[config.mk]
export PLATFORM = sky130hd
export DESIGN_NAME = gpioSys
export DESIGN_NICKNAME = d
export VERILOG_FILES = /design/src/hw/usiBusPkg.sv /design/src/hw/gpioPkg.sv /design/src/hw/gpioSys.sv /design/src/hw/pwmBlock.sv /design/src/hw/gpioBlock.sv /design/src/hw/gpioCsr.sv /design/src/hw/usiBusHub.sv
export SDC_FILE = /design/constraint.sdc
export NUM_CORES = 1
export LEC_CHECK = 0
export ABC_CLOCK_PERIOD_IN_PS = 6070
export BUFFER_PORTS_ARGS = -buffer_cell sky130_fd_sc_hd__buf_4
export CAP_MARGIN = 10
export CORE_MARGIN = 5
export CORE_UTILIZATION = 25
export DETAILED_ROUTE_END_ITERATION = 12
export PLACE_DENSITY = 0.52
export SLEW_MARGIN = 20
export SYNTH_ARGS = -nofsm -noshare
export SYNTH_HDL_FRONTEND = slang
export SYNTH_SLANG_ARGS = --single-unit
export TNS_END_PERCENT = 20
[constraint.sdc]
create_clock -name iSCLK -period 6.07 [get_ports iSCLK]
set_clock_uncertainty 0.1 [all_clocks]
set_input_delay 1.214 -clock iSCLK [delete_from_list [all_inputs] [get_ports iSCLK]]
set_output_delay 1.214 -clock iSCLK [all_outputs]
set_load 0.01 [all_outputs]
[src/hw/usiBusPkg.sv]
// Register bus definitions
`default_nettype none

package usiBusPkg;

	// --------------------
	// Bus words
	// --------------------
	// Data and address word width
	localparam int busWidth = 32;
	typedef logic [busWidth-1:0] usiData;

	// --------------------
	// Address fields
	// --------------------
	// Block select, address bits 15..8
	localparam int blockAdrsWidth = 8;
	typedef logic [blockAdrsWidth-1:0] blockAdrs;

	// CSR offset inside a block, bits 7..0
	localparam int csrAdrsWidth = 8;
	typedef logic [csrAdrsWidth-1:0] csrAdrs;

	// --------------------
	// Block map
	// --------------------
	localparam blockAdrs gpioBlockId = 8'h01;
	localparam blockAdrs pwmBlockId = 8'h02;

endpackage

`default_nettype wire
[src/hw/gpioPkg.sv]
// GPIO and PWM definitions
`default_nettype none

package gpioPkg;

	// --------------------
	// Pins
	// --------------------
	// One bit per GPIO pin
	localparam int gpioWidth = 16;
	typedef logic [gpioWidth-1:0] gpioVec;

	// GPIO CSR offsets, word aligned
	localparam usiBusPkg::csrAdrs gpioOutOfs = 8'h00;
	localparam usiBusPkg::csrAdrs gpioDirOfs = 8'h04;
	localparam usiBusPkg::csrAdrs gpioAltOfs = 8'h08;
	// Read only, synchronized pin state
	localparam usiBusPkg::csrAdrs gpioInOfs = 8'h0c;

	// --------------------
	// PWM
	// --------------------
	// Period and duty counter width
	localparam int pwmWidth = 8;
	typedef logic [pwmWidth-1:0] pwmCnt;

	localparam usiBusPkg::csrAdrs pwmCtrlOfs = 8'h00;
	localparam usiBusPkg::csrAdrs pwmPeriodOfs = 8'h04;
	// Channel n sits at base plus 4 * n
	localparam usiBusPkg::csrAdrs pwmDutyBase = 8'h10;

endpackage

`default_nettype wire

[src/hw/gpioSys.sv]
// GPIO subsystem top
`timescale 1ns/100ps
`default_nettype none

module gpioSys
(
	input  logic iSCLK,
	input  logic rst,
	input  usiBusPkg::usiData adrs,
	input  usiBusPkg::usiData wd,
	input  logic we,
	input  logic re,
	output usiBusPkg::usiData rd,
	input  gpioPkg::gpioVec gpioIn,
	output gpioPkg::gpioVec gpioOut,
	output gpioPkg::gpioVec gpioDir
);

	// Block selects from the hub
	logic gpioSel;
	logic pwmSel;
	// Registered block read words
	usiBusPkg::usiData gpioRd;
	usiBusPkg::usiData pwmRd;
	// PWM channels to GPIO alternate inputs
	gpioPkg::gpioVec pwmOut;

	// --------------------
	// Bus hub
	// --------------------
	usiBusHub hub
	(
		.iSCLK(iSCLK),
		.rst(rst),
		.adrs(adrs),
		.re(re),
		.gpioRd(gpioRd),
		.pwmRd(pwmRd),
		.gpioSel(gpioSel),
		.pwmSel(pwmSel),
		.rd(rd)
	);

	// --------------------
	// Blocks
	// --------------------
	gpioBlock gpio
	(
		.iSCLK(iSCLK),
		.rst(rst),
		.sel(gpioSel),
		.adrs(adrs),
		.wd(wd),
		.we(we),
		.re(re),
		.gpioIn(gpioIn),
		.altIn(pwmOut),
		.rd(gpioRd),
		.gpioOut(gpioOut),
		.gpioDir(gpioDir)
	);

	pwmBlock pwm
	(
		.iSCLK(iSCLK),
		.rst(rst),
		.sel(pwmSel),
		.adrs(adrs),
		.wd(wd),
		.we(we),
		.re(re),
		.rd(pwmRd),
		.pwmOut(pwmOut)
	);

endmodule

`default_nettype wire

[src/hw/pwmBlock.sv]
// Multi channel PWM generator
`timescale 1ns/100ps
`default_nettype none

module pwmBlock
(
	input  logic iSCLK,
	input  logic rst,
	input  logic sel,
	input  usiBusPkg::usiData adrs,
	input  usiBusPkg::usiData wd,
	input  logic we,
	input  logic re,
	output usiBusPkg::usiData rd,
	output gpioPkg::gpioVec pwmOut
);

	typedef enum logic {stIdle, stRun} pwmState;

	usiBusPkg::csrAdrs csrOfs;
	logic wrEn;
	logic enable;
	gpioPkg::pwmCnt period;
	gpioPkg::pwmCnt duty [gpioPkg::gpioWidth];

	assign csrOfs = adrs[usiBusPkg::csrAdrsWidth-1:0];
	assign wrEn = sel & we;

	// Offset of a channel duty register
	function automatic usiBusPkg::csrAdrs dutyOfs(input int ch);
		return usiBusPkg::csrAdrs'(gpioPkg::pwmDutyBase + 4 * ch);
	endfunction

	// --------------------
	// CSR write
	// --------------------
	always_ff @(posedge iSCLK)
	begin
		if (rst)
		begin
			enable <= 1'b0;
			period <= '0;
			for (int i = 0; i < gpioPkg::gpioWidth; i++)
				duty[i] <= '0;
		end
		else if (wrEn)
		begin
			if (csrOfs == gpioPkg::pwmCtrlOfs)
				enable <= wd[0];
			if (csrOfs == gpioPkg::pwmPeriodOfs)
				period <= wd[gpioPkg::pwmWidth-1:0];
			for (int i = 0; i < gpioPkg::gpioWidth; i++)
				if (csrOfs == dutyOfs(i))
					duty[i] <= wd[gpioPkg::pwmWidth-1:0];
		end
	end

	// --------------------
	// CSR read
	// --------------------
	usiBusPkg::usiData rdMux;

	always_comb
	begin
		rdMux = '0;
		if (csrOfs == gpioPkg::pwmCtrlOfs)
			rdMux[0] = enable;
		if (csrOfs == gpioPkg::pwmPeriodOfs)
			rdMux[gpioPkg::pwmWidth-1:0] = period;
		for (int i = 0; i < gpioPkg::gpioWidth; i++)
			if (csrOfs == dutyOfs(i))
				rdMux[gpioPkg::pwmWidth-1:0] = duty[i];
	end

	always_ff @(posedge iSCLK)
	begin
		if (rst)
			rd <= '0;
		else
			rd <= (sel && re) ? rdMux : '0;
	end

	// --------------------
	// Counter and outputs
	// --------------------
	pwmState state;
	gpioPkg::pwmCnt cnt;
	gpioPkg::gpioVec outNext;

	// High while below the channel duty
	always_comb
	begin
		outNext = '0;
		for (int i = 0; i < gpioPkg::gpioWidth; i++)
			outNext[i] = (state == stRun) && enable && (cnt < duty[i]);
	end

	always_ff @(posedge iSCLK)
	begin
		if (rst)
		begin
			state <= stIdle;
			cnt <= '0;
			pwmOut <= '0;
		end
		else
		begin
			pwmOut <= outNext;
			case (state)
				stIdle:
				begin
					cnt <= '0;
					if (enable)
						state <= stRun;
				end
				stRun:
				begin
					// Stop clears the shared counter
					if (!enable)
					begin
						state <= stIdle;
						cnt <= '0;
					end
					// Wrap also covers a period lowered mid count
					else if (cnt >= period)
						cnt <= '0;
					else
						cnt <= cnt + 1'b1;
				end
				default: state <= stIdle;
			endcase
		end
	end

endmodule

`default_nettype wire

[src/hw/gpioBlock.sv]
// GPIO block with output pin mux
`timescale 1ns/100ps
`default_nettype none

module gpioBlock
(
	input  logic iSCLK,
	input  logic rst,
	input  logic sel,
	input  usiBusPkg::usiData adrs,
	input  usiBusPkg::usiData wd,
	input  logic we,
	input  logic re,
	input  gpioPkg::gpioVec gpioIn,
	input  gpioPkg::gpioVec altIn,
	output usiBusPkg::usiData rd,
	output gpioPkg::gpioVec gpioOut,
	output gpioPkg::gpioVec gpioDir
);

	// --------------------
	// CSR space
	// --------------------
	gpioPkg::gpioVec outCtrl;
	gpioPkg::gpioVec altMode;

	gpioCsr csr
	(
		.iSCLK(iSCLK),
		.rst(rst),
		.sel(sel),
		.adrs(adrs),
		.wd(wd),
		.we(we),
		.re(re),
		.gpioIn(gpioIn),
		.rd(rd),
		.outCtrl(outCtrl),
		.dir(gpioDir),
		.altMode(altMode)
	);

	// --------------------
	// Pin mux
	// --------------------
	// Per pin, alternate source when its alt bit is set
	always_ff @(posedge iSCLK)
	begin
		if (rst)
			gpioOut <= '0;
		else
			gpioOut <= (altMode & altIn) | (~altMode & outCtrl);
	end

endmodule

`default_nettype wire

[src/hw/gpioCsr.sv]
// GPIO control and status registers
`timescale 1ns/100ps
`default_nettype none

module gpioCsr
(
	input  logic iSCLK,
	input  logic rst,
	input  logic sel,
	input  usiBusPkg::usiData adrs,
	input  usiBusPkg::usiData wd,
	input  logic we,
	input  logic re,
	input  gpioPkg::gpioVec gpioIn,
	output usiBusPkg::usiData rd,
	output gpioPkg::gpioVec outCtrl,
	output gpioPkg::gpioVec dir,
	output gpioPkg::gpioVec altMode
);

	usiBusPkg::csrAdrs csrOfs;
	logic wrEn;

	// Offset inside the block
	assign csrOfs = adrs[usiBusPkg::csrAdrsWidth-1:0];
	assign wrEn = sel & we;

	// --------------------
	// Write side
	// --------------------
	always_ff @(posedge iSCLK)
	begin
		if (rst)
		begin
			outCtrl <= '0;
			dir <= '0;
			altMode <= '0;
		end
		else if (wrEn)
		begin
			// Input offset is read only, write ignored
			case (csrOfs)
				gpioPkg::gpioOutOfs: outCtrl <= wd[gpioPkg::gpioWidth-1:0];
				gpioPkg::gpioDirOfs: dir <= wd[gpioPkg::gpioWidth-1:0];
				gpioPkg::gpioAltOfs: altMode <= wd[gpioPkg::gpioWidth-1:0];
				default: ;
			endcase
		end
	end

	// --------------------
	// Input sync
	// --------------------
	// Two flop synchronizer on the pins
	gpioPkg::gpioVec syncA;
	gpioPkg::gpioVec syncB;

	always_ff @(posedge iSCLK)
	begin
		if (rst)
		begin
			syncA <= '0;
			syncB <= '0;
		end
		else
		begin
			syncA <= gpioIn;
			syncB <= syncA;
		end
	end

	// --------------------
	// Read side
	// --------------------
	usiBusPkg::usiData rdMux;

	// Pin words zero extended to the bus width
	always_comb
	begin
		rdMux = '0;
		case (csrOfs)
			gpioPkg::gpioOutOfs: rdMux[gpioPkg::gpioWidth-1:0] = outCtrl;
			gpioPkg::gpioDirOfs: rdMux[gpioPkg::gpioWidth-1:0] = dir;
			gpioPkg::gpioAltOfs: rdMux[gpioPkg::gpioWidth-1:0] = altMode;
			gpioPkg::gpioInOfs: rdMux[gpioPkg::gpioWidth-1:0] = syncB;
			default: ;
		endcase
	end

	// One cycle after the request, zero when not addressed
	always_ff @(posedge iSCLK)
	begin
		if (rst)
			rd <= '0;
		else if (sel && re)
			rd <= rdMux;
		else
			rd <= '0;
	end

endmodule

`default_nettype wire

[src/hw/usiBusHub.sv]
// Bus block decode and read merge
`timescale 1ns/100ps
`default_nettype none

module usiBusHub
(
	input  logic iSCLK,
	input  logic rst,
	input  usiBusPkg::usiData adrs,
	input  logic re,
	input  usiBusPkg::usiData gpioRd,
	input  usiBusPkg::usiData pwmRd,
	output logic gpioSel,
	output logic pwmSel,
	output usiBusPkg::usiData rd
);

	// --------------------
	// Block decode
	// --------------------
	usiBusPkg::blockAdrs blockField;

	// Block number sits just above the CSR offset
	assign blockField = adrs[usiBusPkg::csrAdrsWidth +: usiBusPkg::blockAdrsWidth];
	assign gpioSel = (blockField == usiBusPkg::gpioBlockId);
	assign pwmSel = (blockField == usiBusPkg::pwmBlockId);

	// --------------------
	// Read return
	// --------------------
	// Request and select, one cycle behind, aligned with block read data
	logic rdPend;
	logic gpioSelQ;
	logic pwmSelQ;
	usiBusPkg::usiData rdMerge;

	// Unmapped block leaves both selects low, so the word is zero
	assign rdMerge = (gpioSelQ ? gpioRd : '0) | (pwmSelQ ? pwmRd : '0);

	always_ff @(posedge iSCLK)
	begin
		if (rst)
		begin
			rdPend <= 1'b0;
			gpioSelQ <= 1'b0;
			pwmSelQ <= 1'b0;
			rd <= '0;
		end
		else
		begin
			rdPend <= re;
			gpioSelQ <= gpioSel;
			pwmSelQ <= pwmSel;
			// Hold the last read word between reads
			if (rdPend)
				rd <= rdMerge;
		end
	end

endmodule

`default_nettype wire

==> reports/metrics.cfg <==
[outcome]
status = completed

[layout]
fin_area_mm2 = 0.0177
antenna_cells = 0
drive_gt1_frac = 0.125
fin_nets = 1823
syn_to_final_growth_pct = 18.0
instances_no_fill = 2416
fillers = 6166

[clocking]
post-cts-setup-buffers = 0
ctsRootBufferMaster = clkbuf_16
h-tree-depth = 2
cts.clk_slew.worst_paths_ns = 0.06
clkLatencyLatePin_ns = 0.53
numCtsBuffers = 34
cts_tree = yes
ctsHoldBuffers = 0
clockBufferDepth = 3
clkSinkCount = 301
cts_resized = 0

[global_routing]
grt.met3_usage = 0.0252
grt_max_degree = 83
overflow = 0
grt_use_met1 = 0.201
top_usage_layer = met2
grt_pass1_vias = 11500
grt_util_met2 = 0.247
track_usage = 0.150
antenna_found_initial = 1
grt_pass1_wl_mm = 74.2

[synth]
yosysTopAreaCellShare = 0.256
syn_area_mm2 = 0.0150
synth-edff-count = 128
synth.avg_cell_area_um2 = 9.78
synthTopCellsByCount = nor2_1, dfxtp_1, inv_1
yosysMostFrequentCell = nor2_1
yosysWarnings = 0
yosysUniqueCellTypes = 70
synthFlopType = dfxtp_1
ys_ff_latch = 301
ys_async_sr_fraction = 0
seq_area_frac_synth = 0.488
synth_top_area_cell = edfxtp_1
netlist_instances = 1533
ys_top_cells_by_area = edfxtp_1, dfxtp_1, ha_1

[timing]
rsz0062_at_grt = false
setup_tns_ns = 0
final_max_slew_viol_count = 0
finalSetupViolCount = 0
period_share = 0.672
period_minus_slack_ns = 4.08
clock.fmax_ghz = 0.245
finalHoldViolCount = 0
worstMarginPinSlew_ns = 1.19
slew_headroom = 0.195

[routing]
ant_nets = 0
num_vias = 12000
first_pass_iters = 5
drt-initial-drc-count = 1086
drcViolationCount = 0
vias_per_cell = 4.97
drt_wl_total_mm = 50.5
routedWlPerCell_um = 20.9

[floorplanning]
die_area_mm2 = 0.0649
dieWidth_um = 255
rows = 89
io_pins = 148
start_util = 0.253
die_y_um = 255
core_area_mm2 = 0.0592

[placement]
hpwl_mm = 35.6
gp_congestion = 0.956
post-place-cells = 2355
place.port_buffers = 99
placed_cell_area_mm2 = 0.0166

[flow_run]
drv_cap = 0

[pwr]
leakagePower_nw = 7.13
power_per_cell_area_mw_per_mm2 = 260
peakVddDrop_uv = 149

[critical_path]
cp_max_fo = 9
ff2ff_path_depth = 3
required_ns = 6.15
slowest_stage = nor2_1
end_kind = flip-flop
critPathKind = input port to flip-flop
crit_arrival_ns = 4.16
max_stage_delay_ns = 0.60
r2r_start = pwm.enable
crit_path_cell_trace = buf_4, or4_4, nor4_2, nand2_1, nor2_1, nand2_1, nand2b_1
startpoint = adrs[11]
cp-start-kind = input port
critPathBufInv = 1
reg2reg_to = pwm.pwmOut[6]
cp-endpoint = pwm.duty[0][12]
crit_family = simple AND/OR/NAND/NOR gates
worst-path-stages = 7
crit_top_cell = nand2_1
reg2reg_slack_ns = 3.40

[worst_hold_path]
hold_class = flip-flop to flip-flop

placed cells by master, fill, tap and decap left out, drive strengths merged, types with 19 or more instances in the layout:
master / netlist / layout
o21ai: 70 / 70
nor2: 190 / 190
nand2: 109 / 109
ha: 121 / 121
edfxtp: 128 / 128
buf: 34 / 131
mux2i: 49 / 49
a211oi: 32 / 32
or4: 19 / 19
nand2b: 37 / 37
a22oi: 49 / 49
nor2b: 47 / 47
inv: 131 / 133
a21o: 39 / 39
nor4: 23 / 23
dfxtp: 173 / 173
clkbuf: 63 / 47
a21oi: 93 / 93
layer usage:
metal,share of wire,routed length [µm]
met1,0.43,21600
met2,0.46,23500
met3,0.078,3940
met4,0.031,1540
met5,0.00014,7
registers in the layout, summed over array words and instances, names as in the netlist, 8 cells and up:
signal,count
pwm.pwmOut,16
gpio.csr.dir,16
gpio.csr.syncB,16
gpio.csr.rd,16
pwm.cnt,8
gpio.csr.outCtrl,16
pwm.duty,128
gpio.csr.altMode,16
hub.rd,16
gpio.gpioOut,16
gpio.csr.syncA,16
pwm.rd,8
pwm.period,8
worst reg2reg max path, delay by kind of cell (launching register included):
family	cells	cell delay, ns
AO/OA/AOI/OAI	1	1.22
AND/OR/NAND/NOR	2	0.77
flip-flops	1	0.36
worst min-delay path by stage:
stage	startpoint	to	slack (ns)	cells past startpoint
2_1_floorplan	gpio.csr.syncA[0]	gpio.csr.syncB[0]	0.31	1
3_3_place_gp	gpio.csr.syncA[0]	gpio.csr.syncB[0]	0.33	1
3_5_place_dp	gpio.csr.syncA[1]	gpio.csr.syncB[1]	0.33	1
4_1_cts	gpio.csr.syncA[5]	gpio.csr.syncB[5]	0.34	1
5_1_grt	gpio.csr.syncA[3]	gpio.csr.syncB[3]	0.36	1
6_report	gpio.csr.syncA[5]	gpio.csr.syncB[5]	0.34	1
where the power goes:
| part | leakage [nW] | switching [mW] | internal [mW] |
|---|---|---|---|
| Combinational | 3.96 | 0.189 | 0.0953 |
| Clock | 0.548 | 0.839 | 1.25 |
| Sequential | 2.62 | 0.0436 | 2.18 |
| Total | 7.13 | 1.07 | 3.52 |
kinds of logic (layout without fill, tap and decap cells):
logic type	count (synthesis)	in the layout	share of synthesized area
compound gates	360	360	0.157
xor+xnor	6	6	0.00351
fa+ha+maj	121	121	0.101
buf+inv	228	323	0.0625
flops	301	301	0.488
mux	52	52	0.0357
other cells	1	16	0.000250
simple gates	464	464	0.153
per-stage QoR:
step / setup WS, ns / utilization / total power [mW] / hold slack [ns]
6_report: 1.99 / 0.298 / 4.60 / 0.340
5_1_grt: 1.93 / 0.298 / 4.75 / 0.358
4_1_cts: 2.08 / 0.298 / 4.62 / 0.345
3_5_place_dp: 1.53 / 0.280 / 2.55 / 0.325
3_3_place_gp: 1.58 / 0.280 / 2.54 / 0.335
2_1_floorplan: 2.65 / - / 2.41 / 0.314
area by class of cell:
| cell class | instances | area (µm²) | area share |
|---|---|---|---|
| multi-input combinational | 1019 | 6820 | 0.385 |
| clock buffer | 47 | 930 | 0.0526 |
| clock inverter | 14 | 186 | 0.0105 |
| inverter | 131 | 492 | 0.0278 |
| sequential | 301 | 7310 | 0.413 |
| tap | 773 | 967 | 0.0547 |
| timing repair buffer | 131 | 983 | 0.0556 |
Note: power is estimated with default switching activity, not from simulation.
